$ cat src/design/link_test_defines.svh
`ifndef LINK_TEST_DEFINES_SVH
`define LINK_TEST_DEFINES_SVH

// Lane count of the optical link board
`define LT_LANES        8
// First lane shown on the front-panel LEDs
`define LT_DISP_LO      4

// CCB backplane bus, active low on the pins
`define LT_CCB_W        51
// Command field position inside the inverted word
`define LT_CMD_LSB      2
`define LT_CMD_W        6
// Command strobe, qualifies the command field
`define LT_STROBE_BIT   10

// Command codes decoded on this board
`define LT_CMD_BX0      6'h01
`define LT_CMD_RESYNC   6'h03
`define LT_CMD_BXRESET  6'h32

// Boot timer thresholds in clk40 cycles
// Injection, settle and clear run on one count
`define LT_T_TX         20
`define LT_T_RX         40
`define LT_T_INJ        140
`define LT_T_INJ_DONE   160
`define LT_T_CLEAR      180
`define LT_TIMER_W      8

`endif

$ cat src/design/boot_pkg.sv
`include "link_test_defines.svh"

package boot_pkg;

    // One bit per optical lane
    typedef logic [`LT_LANES-1:0] lane_vec_t;

    // Front-panel LED bank
    typedef logic [7:0] led_t;

    ////////////////////////////////////////
    // Boot sequencer phases
    ////////////////////////////////////////

    typedef enum logic [3:0] {
        RESET             = 4'd0,
        EN_TX             = 4'd1,
        EN_TX_DONE        = 4'd2,
        EN_RX             = 4'd3,
        EN_RX_DONE        = 4'd4,
        PRBS_INJECT       = 4'd5,
        PRBS_INJECT_DONE  = 4'd6,
        PRBS_INJECT_CLEAR = 4'd7,
        EN_PRBS_CK        = 4'd8
    } boot_phase_t;

    // LED code for the upper nibble
    // Inject done shows 1000 and clear shows 0111, as on the panel legend
    function automatic logic [3:0] phase_code(input boot_phase_t phase);
        case (phase)
            RESET:             return 4'b0001;
            EN_TX:             return 4'b0010;
            EN_TX_DONE:        return 4'b0011;
            EN_RX:             return 4'b0100;
            EN_RX_DONE:        return 4'b0101;
            PRBS_INJECT:       return 4'b0110;
            PRBS_INJECT_DONE:  return 4'b1000;
            PRBS_INJECT_CLEAR: return 4'b0111;
            EN_PRBS_CK:        return 4'b1111;
            default:           return 4'b0000;
        endcase
    endfunction

endpackage

$ cat src/design/ccb_pkg.sv
`include "link_test_defines.svh"

package ccb_pkg;

    ////////////////////////////////////////
    // CCB command types
    ////////////////////////////////////////

    // Six-bit command code from the CCB word
    typedef logic [`LT_CMD_W-1:0] ccb_cmd_t;

    // Decoded commands
    // Each field is a one-cycle pulse on clk40
    typedef struct packed {
        // Bunch crossing zero
        logic bx0;
        // Restart of the whole boot sequence
        logic resync;
        // Clears the latched lane errors
        logic bxreset;
    } ccb_dec_t;

endpackage

$ cat src/design/boot_fsm.sv
`timescale 1ns/1ps
`include "link_test_defines.svh"

module boot_fsm
    import ccb_pkg::*;
    import boot_pkg::*;
(
    input  logic      clk40,
    input  logic      PRBS_reset,
    input  ccb_dec_t  dec_i,
    input  logic      inject_i,
    input  lane_vec_t tx_done_i,
    input  lane_vec_t rx_done_i,
    input  lane_vec_t live_err_i,
    input  lane_vec_t latched_err_i,
    output lane_vec_t tx_reset_o,
    output lane_vec_t rx_reset_o,
    output logic      err_clear_o,
    output logic      inject_o,
    output led_t      led_o
);

    boot_phase_t            phase_q;
    boot_phase_t            phase_d;
    logic [`LT_TIMER_W-1:0] timer_q;
    logic                   timer_hold;
    logic                   rx_hold;
    logic                   in_inject;
    logic                   in_check;
    logic                   inject_d1;
    logic                   inject_d2;
    logic                   inject_edge;

    ////////////////////////////////////////
    // Phase timer
    ////////////////////////////////////////

    // Held at zero while waiting on done flags, in reset and in check
    assign timer_hold = (phase_q == RESET) || (phase_q == EN_TX_DONE) ||
                        (phase_q == EN_RX_DONE) || (phase_q == EN_PRBS_CK);

    always_ff @(posedge clk40 or posedge PRBS_reset) begin
        if (PRBS_reset) begin
            timer_q <= '0;
        end else if (timer_hold) begin
            timer_q <= '0;
        end else begin
            timer_q <= timer_q + 1'b1;
        end
    end

    ////////////////////////////////////////
    // Boot sequence
    ////////////////////////////////////////

    always_comb begin
        phase_d = phase_q;
        case (phase_q)
            RESET: begin
                phase_d = EN_TX;
            end
            EN_TX: begin
                if (timer_q >= `LT_T_TX) begin
                    phase_d = EN_TX_DONE;
                end
            end
            // All transmitters out of reset before rx release
            EN_TX_DONE: begin
                if (&tx_done_i) begin
                    phase_d = EN_RX;
                end
            end
            EN_RX: begin
                if (timer_q >= `LT_T_RX) begin
                    phase_d = EN_RX_DONE;
                end
            end
            EN_RX_DONE: begin
                if (&rx_done_i) begin
                    phase_d = PRBS_INJECT;
                end
            end
            // Thresholds below are cumulative
            PRBS_INJECT: begin
                if (timer_q >= `LT_T_INJ) begin
                    phase_d = PRBS_INJECT_DONE;
                end
            end
            PRBS_INJECT_DONE: begin
                if (timer_q >= `LT_T_INJ_DONE) begin
                    phase_d = PRBS_INJECT_CLEAR;
                end
            end
            PRBS_INJECT_CLEAR: begin
                if (timer_q >= `LT_T_CLEAR) begin
                    phase_d = EN_PRBS_CK;
                end
            end
            EN_PRBS_CK: begin
                phase_d = EN_PRBS_CK;
            end
            default: begin
                phase_d = RESET;
            end
        endcase
        // Resync restarts the boot from any phase
        if (dec_i.resync) begin
            phase_d = RESET;
        end
    end

    always_ff @(posedge clk40 or posedge PRBS_reset) begin
        if (PRBS_reset) begin
            phase_q <= RESET;
        end else begin
            phase_q <= phase_d;
        end
    end

    ////////////////////////////////////////
    // Outputs
    ////////////////////////////////////////

    assign rx_hold   = (phase_q == RESET) || (phase_q == EN_TX) || (phase_q == EN_TX_DONE);
    assign in_inject = (phase_q == PRBS_INJECT) || (phase_q == PRBS_INJECT_DONE) ||
                       (phase_q == PRBS_INJECT_CLEAR);
    assign in_check  = (phase_q == EN_PRBS_CK);

    // Transceiver resets, tx released first
    assign tx_reset_o = {`LT_LANES{phase_q == RESET}};
    assign rx_reset_o = {`LT_LANES{rx_hold}};

    // Latch runs free only during injection and check
    always_comb begin
        case (phase_q)
            PRBS_INJECT: err_clear_o = 1'b0;
            EN_PRBS_CK:  err_clear_o = dec_i.bxreset;
            default:     err_clear_o = 1'b1;
        endcase
    end

    // Rising edge of the front-panel inject level
    assign inject_edge = inject_d1 && !inject_d2;

    always_ff @(posedge clk40 or posedge PRBS_reset) begin
        if (PRBS_reset) begin
            inject_d1 <= 1'b0;
            inject_d2 <= 1'b0;
            inject_o  <= 1'b0;
        end else begin
            inject_d1 <= inject_i;
            inject_d2 <= inject_d1;
            // force-error strobe, check phase only
            inject_o  <= in_check && (dec_i.bx0 || inject_edge);
        end
    end

    // Upper nibble phase code, lower nibble lanes 4 to 7
    always_comb begin
        led_o[7:4] = phase_code(phase_q);
        if (in_inject) begin
            led_o[3:0] = live_err_i[`LT_LANES-1:`LT_DISP_LO];
        end else if (in_check) begin
            led_o[3:0] = latched_err_i[`LT_LANES-1:`LT_DISP_LO];
        end else begin
            led_o[3:0] = 4'b0000;
        end
    end

endmodule

$ cat src/design/ccb_rx.sv
`timescale 1ns/1ps
`include "link_test_defines.svh"

module ccb_rx
    import ccb_pkg::*;
(
    input  logic                 clk40,
    input  logic                 PRBS_reset,
    input  logic [`LT_CCB_W-1:0] ccb_i,
    output ccb_dec_t             dec_o
);

    // Raw bus as sampled at the pins
    logic [`LT_CCB_W-1:0] ccb_q;
    // Bus after inversion, active high
    logic [`LT_CCB_W-1:0] ccb_pos;
    ccb_cmd_t             cmd;
    logic                 strobe;

    ////////////////////////////////////////
    // Input register
    ////////////////////////////////////////

    // Idle CCB lines sit high on the backplane
    always_ff @(posedge clk40 or posedge PRBS_reset) begin
        if (PRBS_reset) begin
            ccb_q <= '1;
        end else begin
            ccb_q <= ccb_i;
        end
    end

    // Active low on the pins
    assign ccb_pos = ~ccb_q;

    // Command field and its strobe
    assign cmd    = ccb_pos[`LT_CMD_LSB +: `LT_CMD_W];
    assign strobe = ccb_pos[`LT_STROBE_BIT];

    ////////////////////////////////////////
    // Command decode
    ////////////////////////////////////////

    // Codes are distinct, so one word gives at most one pulse
    always_ff @(posedge clk40 or posedge PRBS_reset) begin
        if (PRBS_reset) begin
            dec_o <= '0;
        end else begin
            dec_o.bx0     <= strobe && (cmd == `LT_CMD_BX0);
            dec_o.resync  <= strobe && (cmd == `LT_CMD_RESYNC);
            dec_o.bxreset <= strobe && (cmd == `LT_CMD_BXRESET);
        end
    end

endmodule

$ cat src/design/lane_monitor.sv
`timescale 1ns/1ps
`include "link_test_defines.svh"

module lane_monitor
    import boot_pkg::*;
(
    input  logic      clk40,
    input  logic      PRBS_reset,
    input  lane_vec_t prbs_err_i,
    input  logic      err_clear_i,
    output lane_vec_t live_err_o,
    output lane_vec_t latched_err_o
);

    // Single input register on the per-lane checker flags
    always_ff @(posedge clk40 or posedge PRBS_reset) begin
        if (PRBS_reset) begin
            live_err_o <= {`LT_LANES{1'b0}};
        end else begin
            live_err_o <= prbs_err_i;
        end
    end

    ////////////////////////////////////////
    // Sticky error latch
    ////////////////////////////////////////

    // Any registered error sets its lane until cleared
    // Clear takes priority over an error in the same cycle
    always_ff @(posedge clk40 or posedge PRBS_reset) begin
        if (PRBS_reset) begin
            latched_err_o <= {`LT_LANES{1'b0}};
        end else if (err_clear_i) begin
            latched_err_o <= {`LT_LANES{1'b0}};
        end else begin
            latched_err_o <= latched_err_o | live_err_o;
        end
    end

endmodule

$ cat src/design/link_test_top.sv
`timescale 1ns/1ps
`include "link_test_defines.svh"

module link_test_top
    import ccb_pkg::*;
    import boot_pkg::*;
(
    input  logic                 clk40,
    input  logic                 PRBS_reset,
    input  logic [`LT_CCB_W-1:0] ccb_i,
    input  logic                 inject_i,
    input  lane_vec_t            tx_done_i,
    input  lane_vec_t            rx_done_i,
    input  lane_vec_t            prbs_err_i,
    output lane_vec_t            tx_reset_o,
    output lane_vec_t            rx_reset_o,
    output logic                 inject_o,
    output lane_vec_t            err_latched_o,
    output led_t                 led_o
);

    // Decoded CCB pulses
    ccb_dec_t  ccb_dec;
    // Registered lane flags
    lane_vec_t live_err;
    logic      err_clear;

    ////////////////////////////////////////
    // Blocks
    ////////////////////////////////////////

    ccb_rx u_ccb_rx (
        .clk40      (clk40),
        .PRBS_reset (PRBS_reset),
        .ccb_i      (ccb_i),
        .dec_o      (ccb_dec)
    );

    lane_monitor u_lane_monitor (
        .clk40         (clk40),
        .PRBS_reset    (PRBS_reset),
        .prbs_err_i    (prbs_err_i),
        .err_clear_i   (err_clear),
        .live_err_o    (live_err),
        .latched_err_o (err_latched_o)
    );

    // Sequencer also composes the LED bank
    boot_fsm u_boot_fsm (
        .clk40         (clk40),
        .PRBS_reset    (PRBS_reset),
        .dec_i         (ccb_dec),
        .inject_i      (inject_i),
        .tx_done_i     (tx_done_i),
        .rx_done_i     (rx_done_i),
        .live_err_i    (live_err),
        .latched_err_i (err_latched_o),
        .tx_reset_o    (tx_reset_o),
        .rx_reset_o    (rx_reset_o),
        .err_clear_o   (err_clear),
        .inject_o      (inject_o),
        .led_o         (led_o)
    );

endmodule

$ cat config.mk
export PLATFORM = sky130hd
export DESIGN_NAME = link_test_top
export DESIGN_NICKNAME = d
export VERILOG_FILES = /design/src/design/boot_pkg.sv /design/src/design/ccb_pkg.sv /design/src/design/boot_fsm.sv /design/src/design/ccb_rx.sv /design/src/design/lane_monitor.sv /design/src/design/link_test_top.sv
export VERILOG_INCLUDE_DIRS = /design/src /design/src/design
export SDC_FILE = /design/constraint.sdc
export NUM_CORES = 1
export LEC_CHECK = 0
export BUFFER_PORTS_ARGS = -buffer_cell sky130_fd_sc_hd__buf_2
export CAP_MARGIN = 20
export CORE_ASPECT_RATIO = 1.2
export CORE_MARGIN = 4
export CORE_UTILIZATION = 47
export DETAILED_ROUTE_END_ITERATION = 8
export GPL_TIMING_DRIVEN = 0
export PLACE_DENSITY = 0.83
export SETUP_SLACK_MARGIN = 0.2
export SYNTH_ARGS = -nofsm -noshare
export SYNTH_HDL_FRONTEND = slang
export SYNTH_SLANG_ARGS = --single-unit
$ cat constraint.sdc
create_clock -name clk40 -period 4.4 [get_ports clk40]
set_input_delay 0.22 -clock clk40 [delete_from_list [all_inputs] [get_ports clk40]]
set_output_delay 0.22 -clock clk40 [all_outputs]
set_load 0.02 [all_outputs]
# Word level (Yosys, flattened, before mapping)
# Memories as Yosys holds them, arrays and structs flattened.
# Cells that the tools add are included.
[classes] n_mux=14 eq_ne=18 magnitude_cmp=5 n_reduce_logical=18 n_bitwise=2 add_sub_neg=1
[op_table] operator="$mux 4" count=10
[op_table] operator="$pmux 4 s9" count=1
[op_table] operator="$ge 8x8->1 const B" count=3
[op_table] operator="$eq 4x3->1 const B" count=4
[op_table] operator="$mux 8" count=2
[op_table] operator="$reduce_and 8->1" count=2
[op_table] operator="$ne 3x2->1 const B" count=5
[op_table] operator="$not 11->11" count=1
[op_table] operator="$add 8x1->8 const B" count=1
[op_table] operator="$eq 4x2->1 const B" count=2
[op_table] operator="$ge 8x5->1 const B" count=1
[op_table] operator="$ge 8x6->1 const B" count=1
[op_table] operator="$logic_or 1x1->1" count=8
[op_table] operator="$or 8x8->8" count=1
[op_table] operator="$reduce_and 7->1" count=1
[op_table] operator="$eq 6x1->1 const B" count=1
[op_table] operator="$eq 6x2->1 const B" count=1
[op_table] operator="$eq 6x6->1 const B" count=1
[op_table] operator="$ne 3x3->1 const B" count=2
[op_table] operator="$logic_and 1x1->1" count=5
[op_table] operator="$eq 4x1->1 const B" count=1
[op_table] operator="$eq 4x4->1 const B" count=1
[op_table] operator="$logic_not 4->1" count=1
[op_table] operator="$pmux 1 s2" count=1
[op_table] operator="$logic_not 1->1" count=1
[word_totals] mem_bits_ro=64 input_bits=78 output_inout_bits=33 word_cells=70 mem_count=1 reg_bits=45
[memory_table] memory="(name not given)" depth=16 width=4 read_ports=1 rd_clocked_by_memory_dff=0 write_ports=0 line_no="boot_pkg.sv:30" rtl="case (phase)"

# Longest topological paths before layout
[logic_depth] depth_word=5 depth_mapped=7 mapped_depth_nobuf=7

# Hierarchy
# A second synthesis with hierarchy kept.
[hier_totals] cells_unflattened=173 area_unflattened_um2=1930.6
[modules_own_cells] mod="boot_fsm" cells_each=131 seq_area_each_um2=375.4 area_each_um2=1133.6 n_inst=1
[modules_own_cells] mod="lane_monitor" cells_each=25 seq_area_each_um2=400.4 area_each_um2=484.2 n_inst=1
[modules_own_cells] mod="ccb_rx" cells_each=17 seq_area_each_um2=259.0 area_each_um2=312.8 n_inst=1

# Least setup slack after synthesis
# OpenSTA, ideal clock, no wires.
[synth_timing] path_type="register to register" from="reg u_boot_fsm.phase_q[1]" to="reg u_boot_fsm.phase_q[0]" path_slack_ps=2609 stages_incl_launch_ff=8 t_required_ps=4299 synth_period_minus_slack_ps=1791 setup_ps=101 arrival_time_ps=1690 path_buffers=0 cell_sequence="dfrtp_1 inv_1 ha_1 nor2b_1 a32oi_1 a211oi_1 or3_4 o32ai_1"
[synth_between] elab_chain_cells=3 word_cells_on_any_way=19 classes_between="eq/ne (15); mux (2); reduce/logical (2)"
[synth_lines] item="start: declaration" line_no="boot_fsm.sv:23" rtl="boot_phase_t phase_q;"
[synth_lines] item="start signal: assignment" line_no="boot_fsm.sv:116" rtl="phase_q <= phase_d;"
[synth_lines] item="$eq 4x2->1 (tied with other cells)" line_no="boot_fsm.sv:58" rtl="case (phase_q)"
[synth_lines] item="$ne 3x3->1 (no line) (tied with other cells)"
[synth_lines] item="$reduce_and 7->1 (no line) / $mux 4 (equally long branches)"
# Parallel ways exist; a longest one is shown, timed or not.
# A chain may end at the register's enable or synchronous reset.

# Worst setup path in the final report
[layout_timing] from="reg u_boot_fsm.phase_q[0]" to="out led_o[0]"
[layout_between] elab_chain_cells=4 word_cells_on_any_way=8 classes_between="eq/ne (4); mux (2); reduce/logical (2)"
[layout_lines] item="$eq 4x3->1" line_no="boot_fsm.sv:125" rtl="assign in_inject = (phase_q == PRBS_INJECT) || (phase_q == PRBS_INJECT_DONE) ||"
[layout_lines] item="$logic_or 1x1->1 (2 in a row)" line_no="boot_fsm.sv:125"
[layout_lines] item="$mux 4 (*)" line_no="boot_fsm.sv:161" rtl="if (in_inject) begin"
[layout_lines] item="end: declaration" line_no="link_test_top.sv:19" rtl="output led_t led_o"
# Every way passes the cells marked *; elsewhere a longest branch is shown, timed or not.

==> summary.txt <==
internal power -> 0.9623 mW
DRC -> 0
GRT Overall Usage -> 18.00%
Critical Path Max Stage Delay -> 450 ps
Die Area -> 5181 um2
Post-synth ARST share -> 100.0%
Hold Vio Cnt, Final -> 0
largest net degree at the start of global routing -> 42
Area contributors post-synth -> dfrtp_1, dfstp_2, buf_4
Layout area overhead -> 26.56%
CTS Sinks -> 41
Synth Area per Inst -> 10.56 um2
switching pwr -> 0.6768 mW
Post-CTS Hold Buffers -> 0
Slew HR -> 45.21%
crit-path cells -> inv_1, ha_1, nand2_1, nor2_1, a22o_1, buf_2
Starting Density -> 48.76%
Post-Layout Inst Area -> 2432 um2
die width -> 66.38 um
placer congestion estimate -> 0.8810
CP delay by family, top -> simple AND/OR/NAND/NOR gates
Pleak -> 1.197 nW
placement-stage cell area -> 2320 um2
Crit-path slowest cell -> dfrtp_1
final setup violation count -> 0
routed wire length -> 4341 um
PortBufs -> 66
hold path start -> ccb_i[7]
fin crit share -> 54.09%
sequential area share after synthesis -> 53.84%
drt first pass iters -> 4
row cnt -> 25
R2R setup slack -> 2230 ps
Period minus WS final -> 2380 ps
vias in the first global route -> 1665
initial drt markers -> 92
Least-Margin Pin Slew -> 820.6 ps
die height -> 78.05 um
Sw Share -> 41.29%
clock power share -> 18.6%
post-synth net total -> 266
Yosys Warn Count -> 0
fin nets -> 339
skew final -> 9.123 ps
area of the mapped netlist -> 1922 um2
run status -> completed
EDFF count, synth -> 0
Critical Path RT -> 4180 ps
buffer and inverter count on the worst path -> 2
total grt overflow -> 0
H-tree levels -> 2
commonest non-fill, non-tap cell in the layout -> buf_2
Max Cap Viol -> 0
clk buf depth -> 2
worst hold slack -> 19.36 ps
vias per cell -> 5.274
worst reg-to-reg path cell count -> 7
worst-skew pair later-pin latency -> 300 ps
Total Neg Setup Slack -> 0 ps
CTS Buf Count -> 5
top cell type's share of synthesized area -> 44.27%
wire per inst -> 14.00 um
antenna violation net count after detailed routing -> 0
Post-synth top flop -> dfrtp_1
Combinational Power Share -> 53.5%
most frequent cells in the layout -> buf_2, dfrtp_1, nor2_1
Post-DP HPWL -> 3084 um
hold depth -> 1
routed via count -> 1635
RR Startpoint -> u_boot_fsm.phase_q[1]
first-pass GRT wire length -> 7162 um
end of the worst hold path -> u_ccb_rx.ccb_q[7]
max-slew violations -> 0
CTS resizes -> 0
Post-Syn Instances -> 182
postcts setup bufs -> 0
synthesized flop and latch total -> 41
Layout fillers -> 337
Fmax -> 420.2 MHz
CTS root buffer -> clkbuf_8
# IOs -> 111
antenna cells -> 0
CP Capture Type -> output pin
Synth cell types -> 46
Flop pwr share -> 28.0%
share of cells above drive strength 1 -> 41.80%
cell area power density -> 673.9 nW/um2
Worst setup SP type -> register
reg2reg end -> u_boot_fsm.phase_q[0]
CORE AREA -> 3941 um2
worst min path class -> input pin to register
initial antenna violation count -> 0
Reg clk slew, reported paths -> 90 ps
post-synth top area cell -> dfrtp_1
Critical Path Fanout Max -> 7
crit path DAT -> 2160 ps
RSZ-0062 raised after global routing -> no
Final Util -> 61.71%
Worst IR Drop VDD -> 0.0003341 V
kind of critical path -> register to output pin
CTS tree -> done
Yosys cell counts, drive strengths merged, types with 2 or more instances:
| cell | n |
|---|---|
| nand4 | 6 |
| o32ai | 2 |
| nor4 | 4 |
| or3 | 3 |
| nor4b | 2 |
| and2 | 2 |
| a21o | 2 |
| dfrtp | 34 |
| inv | 10 |
| nor3 | 3 |
| nand3 | 3 |
| nand3b | 2 |
| xnor2 | 3 |
| nand2 | 9 |
| dfstp | 7 |
| a22o | 4 |
| nor2b | 2 |
| nor2 | 29 |
| a21oi | 6 |
| xor2 | 2 |
| o211ai | 2 |
| buf | 16 |
| ha | 6 |
| o21ai | 9 |
power groups by stage:
stage | Combinational, mW | Sequential [mW] | Clock, mW
after floorplan | 0.638 | 0.466 | 0
after global placement | 0.858 | 0.462 | 0
after detailed placement | 0.875 | 0.464 | 0
after CTS | 0.882 | 0.458 | 0.313
after global routing | 0.949 | 0.465 | 0.327
final | 0.877 | 0.458 | 0.304
cell type report:
class                   count  area, um2  area share [%]
clock buffers               5      68.82           2.829
repair buffers             66      330.3           13.58
plain buffers              17      127.6           5.247
flip-flops and latches     41       1035           42.54
inverters                  10      37.54           1.543
multi-input cells         114      721.9           29.68
clock inverters             3      43.79           1.800
well taps                  54      67.56           2.778
layer usage:
metal  global-route usage, %  up-vias  share of wire (%)
met4                   7.927        0                2.1
met5                       0        -                  0
li1                        -      764                  -
met2                   32.77       73                 55
met1                   18.52      787                 35
met3                   5.293       11                7.9
state kept, by name (all words and copies together), names as in the netlist:
register                      flops
u_boot_fsm.timer_q                8
u_lane_monitor.latched_err_o      8
u_lane_monitor.live_err_o         8
u_ccb_rx.ccb_q                    7
u_boot_fsm.phase_q                4
u_ccb_rx.dec_o                    3
u_boot_fsm.inject_d1              1
u_boot_fsm.inject_d2              1
u_boot_fsm.inject_o               1
worst max-delay path by stage:
stage                     slack, ps               endpoint                   from  cells past startpoint
after global placement         2380  u_boot_fsm.phase_q[1]  u_boot_fsm.phase_q[1]                      7
final                          2020               led_o[0]  u_boot_fsm.phase_q[0]                      6
after detailed placement       2370  u_boot_fsm.phase_q[0]  u_boot_fsm.phase_q[1]                      7
after CTS                      2060               led_o[3]  u_boot_fsm.phase_q[0]                      6
after global routing           1860               led_o[3]  u_boot_fsm.phase_q[0]                      6
after floorplan                2610  u_boot_fsm.phase_q[0]  u_boot_fsm.phase_q[1]                      7
cell families after synthesis:
| logic type | share of synthesized area [%] |
|---|---|
| flip-flops | 53.84 |
| XOR/XNOR | 2.279 |
| AO/OA/AOI/OAI | 12.11 |
| AND/OR/NAND/NOR | 18.75 |
| buffers and inverters | 8.593 |
| adder cells (fa/ha/maj) | 3.906 |
| multiplexers | 0.5209 |
worst register-to-register path, delay by kind of cell (launching register included):
kind | cells | cell delay (ps)
flip-flops | 1 | 420
AND/OR/NAND/NOR | 2 | 560
AO/OA/AOI/OAI | 3 | 700
buffers and inverters | 1 | 100
adder cells (fa/ha/maj) | 1 | 290
through the flow:
| stage | power, mW | instances | setup WS [ps] |
|---|---|---|---|
| 4_1_cts | 1.653 | 310 | 2058 |
| 3_5_place_dp | 1.339 | 302 | 2367 |
| 3_3_place_gp | 1.320 | 302 | 2379 |
| 5_1_grt | 1.742 | 310 | 1859 |
| 2_1_floorplan | 1.103 | 182 | 2609 |
| 6_report | 1.639 | 310 | 2020 |
No activity file was read; power rests on OpenSTA's default activity.
